[config.mk]
export PLATFORM = sky130hd
export DESIGN_NAME = db_top
export DESIGN_NICKNAME = d
export VERILOG_FILES = /design/src/db_cfg_pkg.sv /design/src/db_cmd_pkg.sv /design/src/db_kv_store.sv /design/src/db_prio_arbiter.sv /design/src/db_req_stage.sv /design/src/db_top.sv
export SDC_FILE = /design/constraint.sdc
export NUM_CORES = 1
export LEC_CHECK = 0
export BUFFER_PORTS_ARGS = -buffer_cell sky130_fd_sc_hd__buf_2
export CAP_MARGIN = 40
export CORE_MARGIN = 5
export CORE_UTILIZATION = 35
export CTS_BUF_LIST = sky130_fd_sc_hd__clkbuf_2 sky130_fd_sc_hd__clkbuf_4 sky130_fd_sc_hd__clkbuf_8
export CTS_CLUSTER_DIAMETER = 150
export DETAILED_ROUTE_END_ITERATION = 10
export RECOVER_POWER = 50
export SETUP_SLACK_MARGIN = 0.15
export SYNTH_ARGS = -nofsm -noshare
export SYNTH_HDL_FRONTEND = slang
export SYNTH_SLANG_ARGS = --single-unit
[constraint.sdc]
create_clock -name clk -period 2.5 [get_ports clk]
set_input_delay 0.125 -clock clk [delete_from_list [all_inputs] [get_ports clk]]
set_output_delay 0.125 -clock clk [all_outputs]
set_load 0.005 [all_outputs]
[src/db_cfg_pkg.sv]
`default_nettype none

package db_cfg_pkg;

    // Table geometry
    localparam int KEY_WID     = 4;
    localparam int VALUE_WID   = 8;
    localparam int NUM_ENTRIES = 2**KEY_WID;

    typedef logic [KEY_WID-1:0]   key_t;
    typedef logic [VALUE_WID-1:0] value_t;

endpackage : db_cfg_pkg

`default_nettype wire

[src/db_cmd_pkg.sv]
`default_nettype none

package db_cmd_pkg;

    // Commands understood by the key/value table
    typedef enum logic [2:0] {
        COMMAND_NOP   = 3'd0,
        COMMAND_GET   = 3'd1,
        COMMAND_SET   = 3'd2,
        COMMAND_UNSET = 3'd3,
        COMMAND_CLEAR = 3'd4
    } command_t;

    // Response status
    typedef enum logic [1:0] {
        STATUS_OK          = 2'd0,
        STATUS_ERROR       = 2'd1,
        STATUS_UNSPECIFIED = 2'd2
    } status_t;

endpackage : db_cmd_pkg

`default_nettype wire

[src/db_kv_store.sv]
`timescale 1ns/100ps
`default_nettype none

module db_kv_store (
    input  wire logic                 clk,
    input  wire logic                 srst,
    input  wire logic                 i_req,
    input  wire db_cmd_pkg::command_t i_command,
    input  wire db_cfg_pkg::key_t     i_key,
    input  wire db_cfg_pkg::value_t   i_value,
    output logic                      o_rdy,
    output logic                      o_ack,
    output db_cmd_pkg::status_t       o_status,
    output logic                      o_get_valid,
    output db_cfg_pkg::value_t        o_get_value
);

    db_cfg_pkg::value_t                 mem [db_cfg_pkg::NUM_ENTRIES];
    logic [db_cfg_pkg::NUM_ENTRIES-1:0] valid;
    logic                               busy;
    logic                               clearing;
    db_cfg_pkg::key_t                   clr_cnt;
    logic                               xfer;
    logic                               clr_last;

    assign o_rdy    = !busy;
    assign xfer     = i_req && o_rdy;
    assign clr_last = (clr_cnt == db_cfg_pkg::key_t'(db_cfg_pkg::NUM_ENTRIES - 1));

    // Busy from transfer through the ack cycle
    always_ff @(posedge clk) begin
        if (srst) begin
            busy     <= 1'b0;
            clearing <= 1'b0;
            clr_cnt  <= '0;
            o_ack    <= 1'b0;
        end else begin
            o_ack <= 1'b0;
            if (xfer) begin
                busy <= 1'b1;
                if (i_command == db_cmd_pkg::COMMAND_CLEAR) begin
                    clearing <= 1'b1;
                    clr_cnt  <= '0;
                end else begin
                    o_ack <= 1'b1;
                end
            end else if (clearing) begin
                // One entry per cycle
                clr_cnt <= clr_cnt + 1'b1;
                if (clr_last) begin
                    clearing <= 1'b0;
                    o_ack    <= 1'b1;
                end
            end else if (o_ack) begin
                busy <= 1'b0;
            end
        end
    end

    always_ff @(posedge clk) begin
        if (srst) begin
            valid <= '0;
        end else if (xfer) begin
            if (i_command == db_cmd_pkg::COMMAND_SET) begin
                valid[i_key] <= 1'b1;
            end else if (i_command == db_cmd_pkg::COMMAND_UNSET) begin
                valid[i_key] <= 1'b0;
            end
        end else if (clearing) begin
            valid[clr_cnt] <= 1'b0;
        end
    end

    always_ff @(posedge clk) begin
        if (xfer && i_command == db_cmd_pkg::COMMAND_SET) begin
            mem[i_key] <= i_value;
        end
    end

    // Response captured at transfer, held until the ack
    always_ff @(posedge clk) begin
        if (xfer) begin
            o_status    <= db_cmd_pkg::STATUS_OK;
            o_get_valid <= 1'b0;
            o_get_value <= '0;
            case (i_command)
                db_cmd_pkg::COMMAND_GET: begin
                    o_get_valid <= valid[i_key];
                    o_get_value <= valid[i_key] ? mem[i_key] : '0;
                end
                db_cmd_pkg::COMMAND_NOP,
                db_cmd_pkg::COMMAND_SET,
                db_cmd_pkg::COMMAND_UNSET,
                db_cmd_pkg::COMMAND_CLEAR: ;
                default: o_status <= db_cmd_pkg::STATUS_ERROR;
            endcase
        end
    end

endmodule : db_kv_store

`default_nettype wire

[src/db_prio_arbiter.sv]
`timescale 1ns/100ps
`default_nettype none

module db_prio_arbiter (
    input  wire logic                 clk,
    input  wire logic                 srst,
    // High-priority side
    input  wire logic                 i_hi_req,
    input  wire db_cmd_pkg::command_t i_hi_command,
    input  wire db_cfg_pkg::key_t     i_hi_key,
    input  wire db_cfg_pkg::value_t   i_hi_value,
    output logic                      o_hi_rdy,
    output logic                      o_hi_ack,
    output db_cmd_pkg::status_t       o_hi_status,
    output logic                      o_hi_get_valid,
    output db_cfg_pkg::value_t        o_hi_get_value,
    // Low-priority side
    input  wire logic                 i_lo_req,
    input  wire db_cmd_pkg::command_t i_lo_command,
    input  wire db_cfg_pkg::key_t     i_lo_key,
    input  wire db_cfg_pkg::value_t   i_lo_value,
    output logic                      o_lo_rdy,
    output logic                      o_lo_ack,
    output db_cmd_pkg::status_t       o_lo_status,
    output logic                      o_lo_get_valid,
    output db_cfg_pkg::value_t        o_lo_get_value,
    // Shared table
    output logic                      o_tbl_req,
    output db_cmd_pkg::command_t      o_tbl_command,
    output db_cfg_pkg::key_t          o_tbl_key,
    output db_cfg_pkg::value_t        o_tbl_value,
    input  wire logic                 i_tbl_rdy,
    input  wire logic                 i_tbl_ack,
    input  wire db_cmd_pkg::status_t  i_tbl_status,
    input  wire logic                 i_tbl_get_valid,
    input  wire db_cfg_pkg::value_t   i_tbl_get_value
);

    logic                 owner_hi;
    db_cmd_pkg::status_t  rsp_status;
    logic                 rsp_get_valid;
    db_cfg_pkg::value_t   rsp_get_value;

    // Strict priority, hi wins whenever it asks
    assign o_tbl_req     = i_hi_req || i_lo_req;
    assign o_tbl_command = i_hi_req ? i_hi_command : i_lo_command;
    assign o_tbl_key     = i_hi_req ? i_hi_key : i_lo_key;
    assign o_tbl_value   = i_hi_req ? i_hi_value : i_lo_value;

    assign o_hi_rdy = i_tbl_rdy;
    assign o_lo_rdy = i_tbl_rdy && !i_hi_req;

    // Remember who owns the table transaction
    always_ff @(posedge clk) begin
        if (srst) begin
            owner_hi <= 1'b0;
        end else if (o_tbl_req && i_tbl_rdy) begin
            owner_hi <= i_hi_req;
        end
    end

    // Ack is steered with the owner seen in the table's ack cycle,
    // so a grant in that same cycle cannot misroute it
    always_ff @(posedge clk) begin
        if (srst) begin
            o_hi_ack <= 1'b0;
            o_lo_ack <= 1'b0;
        end else begin
            o_hi_ack <= i_tbl_ack && owner_hi;
            o_lo_ack <= i_tbl_ack && !owner_hi;
        end
    end

    always_ff @(posedge clk) begin
        rsp_status    <= i_tbl_status;
        rsp_get_valid <= i_tbl_get_valid;
        rsp_get_value <= i_tbl_get_value;
    end

    // Non-owner sees no status
    assign o_hi_status    = o_hi_ack ? rsp_status : db_cmd_pkg::STATUS_UNSPECIFIED;
    assign o_lo_status    = o_lo_ack ? rsp_status : db_cmd_pkg::STATUS_UNSPECIFIED;
    assign o_hi_get_valid = o_hi_ack && rsp_get_valid;
    assign o_lo_get_valid = o_lo_ack && rsp_get_valid;
    assign o_hi_get_value = rsp_get_value;
    assign o_lo_get_value = rsp_get_value;

endmodule : db_prio_arbiter

`default_nettype wire

[src/db_req_stage.sv]
`timescale 1ns/100ps
`default_nettype none

module db_req_stage (
    input  wire logic                 clk,
    input  wire logic                 srst,
    // Upstream requester
    input  wire logic                 i_req,
    input  wire db_cmd_pkg::command_t i_command,
    input  wire db_cfg_pkg::key_t     i_key,
    input  wire db_cfg_pkg::value_t   i_value,
    output logic                      o_rdy,
    output logic                      o_ack,
    output db_cmd_pkg::status_t       o_status,
    output logic                      o_get_valid,
    output db_cfg_pkg::value_t        o_get_value,
    // Downstream responder
    output logic                      o_down_req,
    output db_cmd_pkg::command_t      o_down_command,
    output db_cfg_pkg::key_t          o_down_key,
    output db_cfg_pkg::value_t        o_down_value,
    input  wire logic                 i_down_rdy,
    input  wire logic                 i_down_ack,
    input  wire db_cmd_pkg::status_t  i_down_status,
    input  wire logic                 i_down_get_valid,
    input  wire db_cfg_pkg::value_t   i_down_get_value
);

    logic pending;
    logic in_progress;

    // Command accepted but not yet handed downstream
    always_ff @(posedge clk) begin
        if (srst) begin
            pending <= 1'b0;
        end else if (i_req && o_rdy) begin
            pending <= 1'b1;
        end else if (pending && i_down_rdy) begin
            pending <= 1'b0;
        end
    end

    // Handed downstream, waiting for the ack
    always_ff @(posedge clk) begin
        if (srst) begin
            in_progress <= 1'b0;
        end else if (pending && i_down_rdy) begin
            in_progress <= 1'b1;
        end else if (i_down_ack) begin
            in_progress <= 1'b0;
        end
    end

    assign o_rdy      = !pending && !in_progress;
    assign o_down_req = pending;

    // Hold the command context for the downstream side
    always_ff @(posedge clk) begin
        if (i_req && o_rdy) begin
            o_down_command <= i_command;
            o_down_key     <= i_key;
            o_down_value   <= i_value;
        end
    end

    // Response goes straight back
    assign o_ack       = i_down_ack;
    assign o_status    = i_down_status;
    assign o_get_valid = i_down_get_valid;
    assign o_get_value = i_down_get_value;

endmodule : db_req_stage

`default_nettype wire

[src/db_top.sv]
`timescale 1ns/100ps
`default_nettype none

module db_top (
    input  wire logic                 clk,
    input  wire logic                 srst,
    input  wire logic                 i_hi_req,
    input  wire db_cmd_pkg::command_t i_hi_command,
    input  wire db_cfg_pkg::key_t     i_hi_key,
    input  wire db_cfg_pkg::value_t   i_hi_value,
    output logic                      o_hi_rdy,
    output logic                      o_hi_ack,
    output db_cmd_pkg::status_t       o_hi_status,
    output logic                      o_hi_get_valid,
    output db_cfg_pkg::value_t        o_hi_get_value,
    input  wire logic                 i_lo_req,
    input  wire db_cmd_pkg::command_t i_lo_command,
    input  wire db_cfg_pkg::key_t     i_lo_key,
    input  wire db_cfg_pkg::value_t   i_lo_value,
    output logic                      o_lo_rdy,
    output logic                      o_lo_ack,
    output db_cmd_pkg::status_t       o_lo_status,
    output logic                      o_lo_get_valid,
    output db_cfg_pkg::value_t        o_lo_get_value
);

    // Stage to arbiter, hi side
    logic                 hi_req, hi_rdy, hi_ack, hi_get_valid;
    db_cmd_pkg::command_t hi_command;
    db_cfg_pkg::key_t     hi_key;
    db_cfg_pkg::value_t   hi_value, hi_get_value;
    db_cmd_pkg::status_t  hi_status;

    // Stage to arbiter, lo side
    logic                 lo_req, lo_rdy, lo_ack, lo_get_valid;
    db_cmd_pkg::command_t lo_command;
    db_cfg_pkg::key_t     lo_key;
    db_cfg_pkg::value_t   lo_value, lo_get_value;
    db_cmd_pkg::status_t  lo_status;

    // Arbiter to table
    logic                 tbl_req, tbl_rdy, tbl_ack, tbl_get_valid;
    db_cmd_pkg::command_t tbl_command;
    db_cfg_pkg::key_t     tbl_key;
    db_cfg_pkg::value_t   tbl_value, tbl_get_value;
    db_cmd_pkg::status_t  tbl_status;

    db_req_stage u_hi_stage (
        .clk              (clk),
        .srst             (srst),
        .i_req            (i_hi_req),
        .i_command        (i_hi_command),
        .i_key            (i_hi_key),
        .i_value          (i_hi_value),
        .o_rdy            (o_hi_rdy),
        .o_ack            (o_hi_ack),
        .o_status         (o_hi_status),
        .o_get_valid      (o_hi_get_valid),
        .o_get_value      (o_hi_get_value),
        .o_down_req       (hi_req),
        .o_down_command   (hi_command),
        .o_down_key       (hi_key),
        .o_down_value     (hi_value),
        .i_down_rdy       (hi_rdy),
        .i_down_ack       (hi_ack),
        .i_down_status    (hi_status),
        .i_down_get_valid (hi_get_valid),
        .i_down_get_value (hi_get_value)
    );

    db_req_stage u_lo_stage (
        .clk              (clk),
        .srst             (srst),
        .i_req            (i_lo_req),
        .i_command        (i_lo_command),
        .i_key            (i_lo_key),
        .i_value          (i_lo_value),
        .o_rdy            (o_lo_rdy),
        .o_ack            (o_lo_ack),
        .o_status         (o_lo_status),
        .o_get_valid      (o_lo_get_valid),
        .o_get_value      (o_lo_get_value),
        .o_down_req       (lo_req),
        .o_down_command   (lo_command),
        .o_down_key       (lo_key),
        .o_down_value     (lo_value),
        .i_down_rdy       (lo_rdy),
        .i_down_ack       (lo_ack),
        .i_down_status    (lo_status),
        .i_down_get_valid (lo_get_valid),
        .i_down_get_value (lo_get_value)
    );

    db_prio_arbiter u_arbiter (
        .clk             (clk),
        .srst            (srst),
        .i_hi_req        (hi_req),
        .i_hi_command    (hi_command),
        .i_hi_key        (hi_key),
        .i_hi_value      (hi_value),
        .o_hi_rdy        (hi_rdy),
        .o_hi_ack        (hi_ack),
        .o_hi_status     (hi_status),
        .o_hi_get_valid  (hi_get_valid),
        .o_hi_get_value  (hi_get_value),
        .i_lo_req        (lo_req),
        .i_lo_command    (lo_command),
        .i_lo_key        (lo_key),
        .i_lo_value      (lo_value),
        .o_lo_rdy        (lo_rdy),
        .o_lo_ack        (lo_ack),
        .o_lo_status     (lo_status),
        .o_lo_get_valid  (lo_get_valid),
        .o_lo_get_value  (lo_get_value),
        .o_tbl_req       (tbl_req),
        .o_tbl_command   (tbl_command),
        .o_tbl_key       (tbl_key),
        .o_tbl_value     (tbl_value),
        .i_tbl_rdy       (tbl_rdy),
        .i_tbl_ack       (tbl_ack),
        .i_tbl_status    (tbl_status),
        .i_tbl_get_valid (tbl_get_valid),
        .i_tbl_get_value (tbl_get_value)
    );

    db_kv_store u_kv_store (
        .clk         (clk),
        .srst        (srst),
        .i_req       (tbl_req),
        .i_command   (tbl_command),
        .i_key       (tbl_key),
        .i_value     (tbl_value),
        .o_rdy       (tbl_rdy),
        .o_ack       (tbl_ack),
        .o_status    (tbl_status),
        .o_get_valid (tbl_get_valid),
        .o_get_value (tbl_get_value)
    );

endmodule : db_top

`default_nettype wire

==> impl_results.md <==
- Inserted Diodes: 0
- FF-to-FF path depth: 9
- Die Wd: 165 µm
- Slowest cell delay on critical path: 0.41 ns
- Cell taking the most area after synthesis: edfxtp_1
- Crit-path leading delay family: compound AO/OA/AOI/OAI gates
- Int Power: 6.16 mW
- Total CTS buffers: 36
- Mapped Cells: 544
- Site Rows: 56
- LEAKAGE: 3.52 nW
- Final setup fails: 0
- PD cells: 791 mW/mm²
- Hold Path Origin: srst
- Initial antenna violation count: 0
- Clock Path Buffers: 3
- Maximum VDD drop: 0.775 mV
- Routed via count: 5108
- Slowest cell on crit path: or3b_4
- Syn_area_per_cell: 15.5 µm²
- Number of max-cap violations: 0
- Tightest Pin Transition: 0.900 ns
- Area contributors post-synth: edfxtp_1 60%, dfxtp_1 9.5%, mux4_2 8.6%, a21oi_1 3.0%, a22oi_1 1.6%
- First-pass GRT wire length: 30600 µm
- Starting Density: 35.7%
- Core area: 0.0235 mm²
- Post-Synthesis Net Count: 582
- Vias per cell: 5.04
- WP depth: 9
- Sum Neg Setup Slack: 0 ns
- CP max FO: 23
- Clk sinks: 208
- Total track usage: 14.5%
- Status: finished, final reports clean
- Number of unique standard cell types used by synthesis: 55
- H-tree levels: 2
- Beginning of the critical path: u_hi_stage.o_down_req
- Clk Latency, worst-skew pair: 0.52 ns
- Vias in the first global route: 5400
- Hold path cells: 2
- Data required, critical path: 2.86 ns
- FMAX: 439 MHz
- Layout cells sized above 1: 26.0%
- Simple-Gate Fraction of Synth Area: 7.39%
- Worst min-delay path class: input port to flop
- Clock Power Share: 40.7%
- Grt ovf: 0
- Worst-path clk slew: 0.06 ns
- Final Hold Fails: 0
- Detailed Place HPWL: 12400 µm
- Die Y-Extent: 165 µm
- YS warnings: 0
- Die area: 0.0272 mm²
- R2r setup slk: 0.22 ns
- Io pins: 60
- Crit. End Element: flop
- EDFF count, synth: 168
- R2R Path Start: u_hi_stage.o_down_req
- Slew Limit Fails: 0
- Synth Area in Compound Gates: 8.58%
- Post-DRT Antenna Nets: 0
- Worst Setup Path Type: flop to flop
- Worst relative slew slack: 40.0%
- First DRT Iteration DRCs: 301
- RSZ-0062 raised after global routing: true
- Post-Synth Adder-Cell Area: 0.595%
- Post-synthesis sequential area ratio: 69.5%
- Comb power frac: 10.2%
- Post-Route WL: 19100 µm
- Nets: 705
- XOR/XNOR Fraction of Synth Area: 0%
- Main combinational cell family by area after synthesis: multiplexers
- Worst Skew: 0.0113 ns
- Multiplexer area fraction after synthesis: 10.6%
- Drt pass-1 iters: 5
- Yosys top cell area share: 59.9%
- Port-buffer cells: 59
- Final Critical Period: 2.28 ns
- CTS root buf: clkbuf_8
- Switching share of power: 23.6%
- WL per Instance: 18.9 µm
- Ys async rst share: 0%
- Sequential power share: 49.1%
- Pin count of the biggest net entering global routing: 33
- Psw: 1.90 mW
- Area growth, synth to finish: 21.2%
- RD Place Congestion: 0.898
- Post-route DRC: 0
- Crit start category: flop
- Worst Path Buf+Inv: 3
- Ys flop type: edfxtp_1
- CP Cell Sequence: buf_4 -> buf_6 -> or3b_4 -> a211o_1 -> nor4_2 -> o21bai_2 -> o21ai_4 -> buf_12 -> a21oi_1
- CTS tree: yes
- Seq cells post-synth: 208
- Final period util: 91.1%
- Synthesized area: 0.00842 mm²
- Critical Path AT: 2.64 ns
- Power Total: 8.07 mW
## registers in the layout, summed over array words and instances (netlist names), 3 cells and up, named ones only
register	cells
u_arbiter.o_hi_get_value	8
u_hi_stage.o_down_command	3
u_hi_stage.o_down_key	4
u_hi_stage.o_down_value	8
u_kv_store.clr_cnt	4
u_kv_store.mem	128
u_kv_store.o_get_value	8
u_lo_stage.o_down_command	3
u_lo_stage.o_down_key	4
u_lo_stage.o_down_value	8
## per-layer routing
layer	up-vias	wire, µm	GRT usage [%]
met4	0	425	4.95
met5	-	0	0
met3	32	980	2.53
li1	2356	-	-
met1	2561	8550	19.9
met2	159	9170	23.5
## cells in the mapped netlist, drive strengths merged (2+ instances only)
cell type / number
nor3: 8
a31oi: 11
buf: 21
edfxtp: 168
and2: 9
nor2b: 3
inv: 23
a211oi: 2
a21oi: 51
nand3: 10
mux2: 11
clkbuf: 11
a22oi: 18
nand3b: 4
nor4b: 2
nor3b: 3
and3: 6
nand2: 27
mux4: 32
nor2: 21
mux2i: 4
or3b: 3
o221ai: 2
o21ai: 23
nand2b: 6
o21bai: 2
nor4: 4
o22a: 2
ha: 4
dfxtp: 40
## cells in the final DEF, fill, tap and decap left out, types with 5 or more instances in the layout
master,instances
edfxtp_1,168
clkbuf_4,14
dlygate4sd3_1,31
inv_1,19
nand3_1,10
a21oi_1,51
a22oi_1,18
clkinv_1,6
clkinv_2,5
nand2b_1,6
nand2_1,27
and3_1,6
clkbuf_8,37
buf_2,43
buf_4,22
mux4_2,32
mux2_1,7
a31oi_1,11
dfxtp_1,40
o21ai_0,19
nor2_1,20
and2_1,7
nor3_1,8
clkbuf_1,17
## metrics by stage
| stage | hold slack (ns) | setup slack [ns] | instance area (µm²) | cells | util [%] |
|---|---|---|---|---|---|
| finish | 0.0934 | 0.223 | 10200 | 1014 | 43.3 |
| detailed placement | 0.303 | 0.194 | 9100 | 914 | 38.7 |
| global route | 0.123 | 0.133 | 10200 | 1014 | 43.3 |
| global placement | 0.301 | 0.186 | 9100 | 914 | 38.7 |
| CTS | 0.0737 | 0.162 | 10200 | 1011 | 43.3 |
| floorplan | 0.224 | 0.443 | 8420 | 544 | - |
## what timing repair did
action	4_1_cts	5_1_grt
endpoints found under the hold margin	31	0
setup buffers	0	3
hold buffers	31	0
endpoints found under the setup margin	0	63
gates resized for setup	0	5
## power groups by stage
| stage | clock network, mW | registers [mW] | logic [mW] |
|---|---|---|---|
| after global routing | 3.54 | 3.97 | 0.896 |
| after detailed placement | 0 | 4.03 | 0.789 |
| after CTS | 3.38 | 3.96 | 0.829 |
| after floorplan | 0 | 4.02 | 0.544 |
| after global placement | 0 | 4.03 | 0.782 |
| final | 3.29 | 3.96 | 0.819 |
## final timing paths
check	end
max	u_kv_store.o_get_value[6]
min	u_kv_store.clr_cnt[1]
max reg2reg	u_kv_store.o_get_value[6]
min reg2reg	u_arbiter.rsp_status[0]
## layout make-up
type,instances,area (µm²)
flip-flops and latches,208,5850
clock buffers,51,614
well taps,319,399
fillers,2141,13300
clock inverters,15,156
inverters,24,105
multi-input cells,280,2270
repair buffers,117,811
## worst reg2reg max path, delay by kind of cell (launching register included)
kind | cells | cell delay, ns
and+or+nand+nor | 2 | 0.56
buffers and inverters | 3 | 0.50
DFF | 1 | 0.31
AOI/OAI and AO/OA | 4 | 0.76
## logic make-up (layout without fill, tap and decap cells)
group,Yosys count,count (layout)
compound gates,117,117
fa+ha+maj,4,4
buf+inv,56,207
flops,208,208
mux,47,47
simple gates,112,112
No activity file was read; power rests on OpenSTA's default activity.
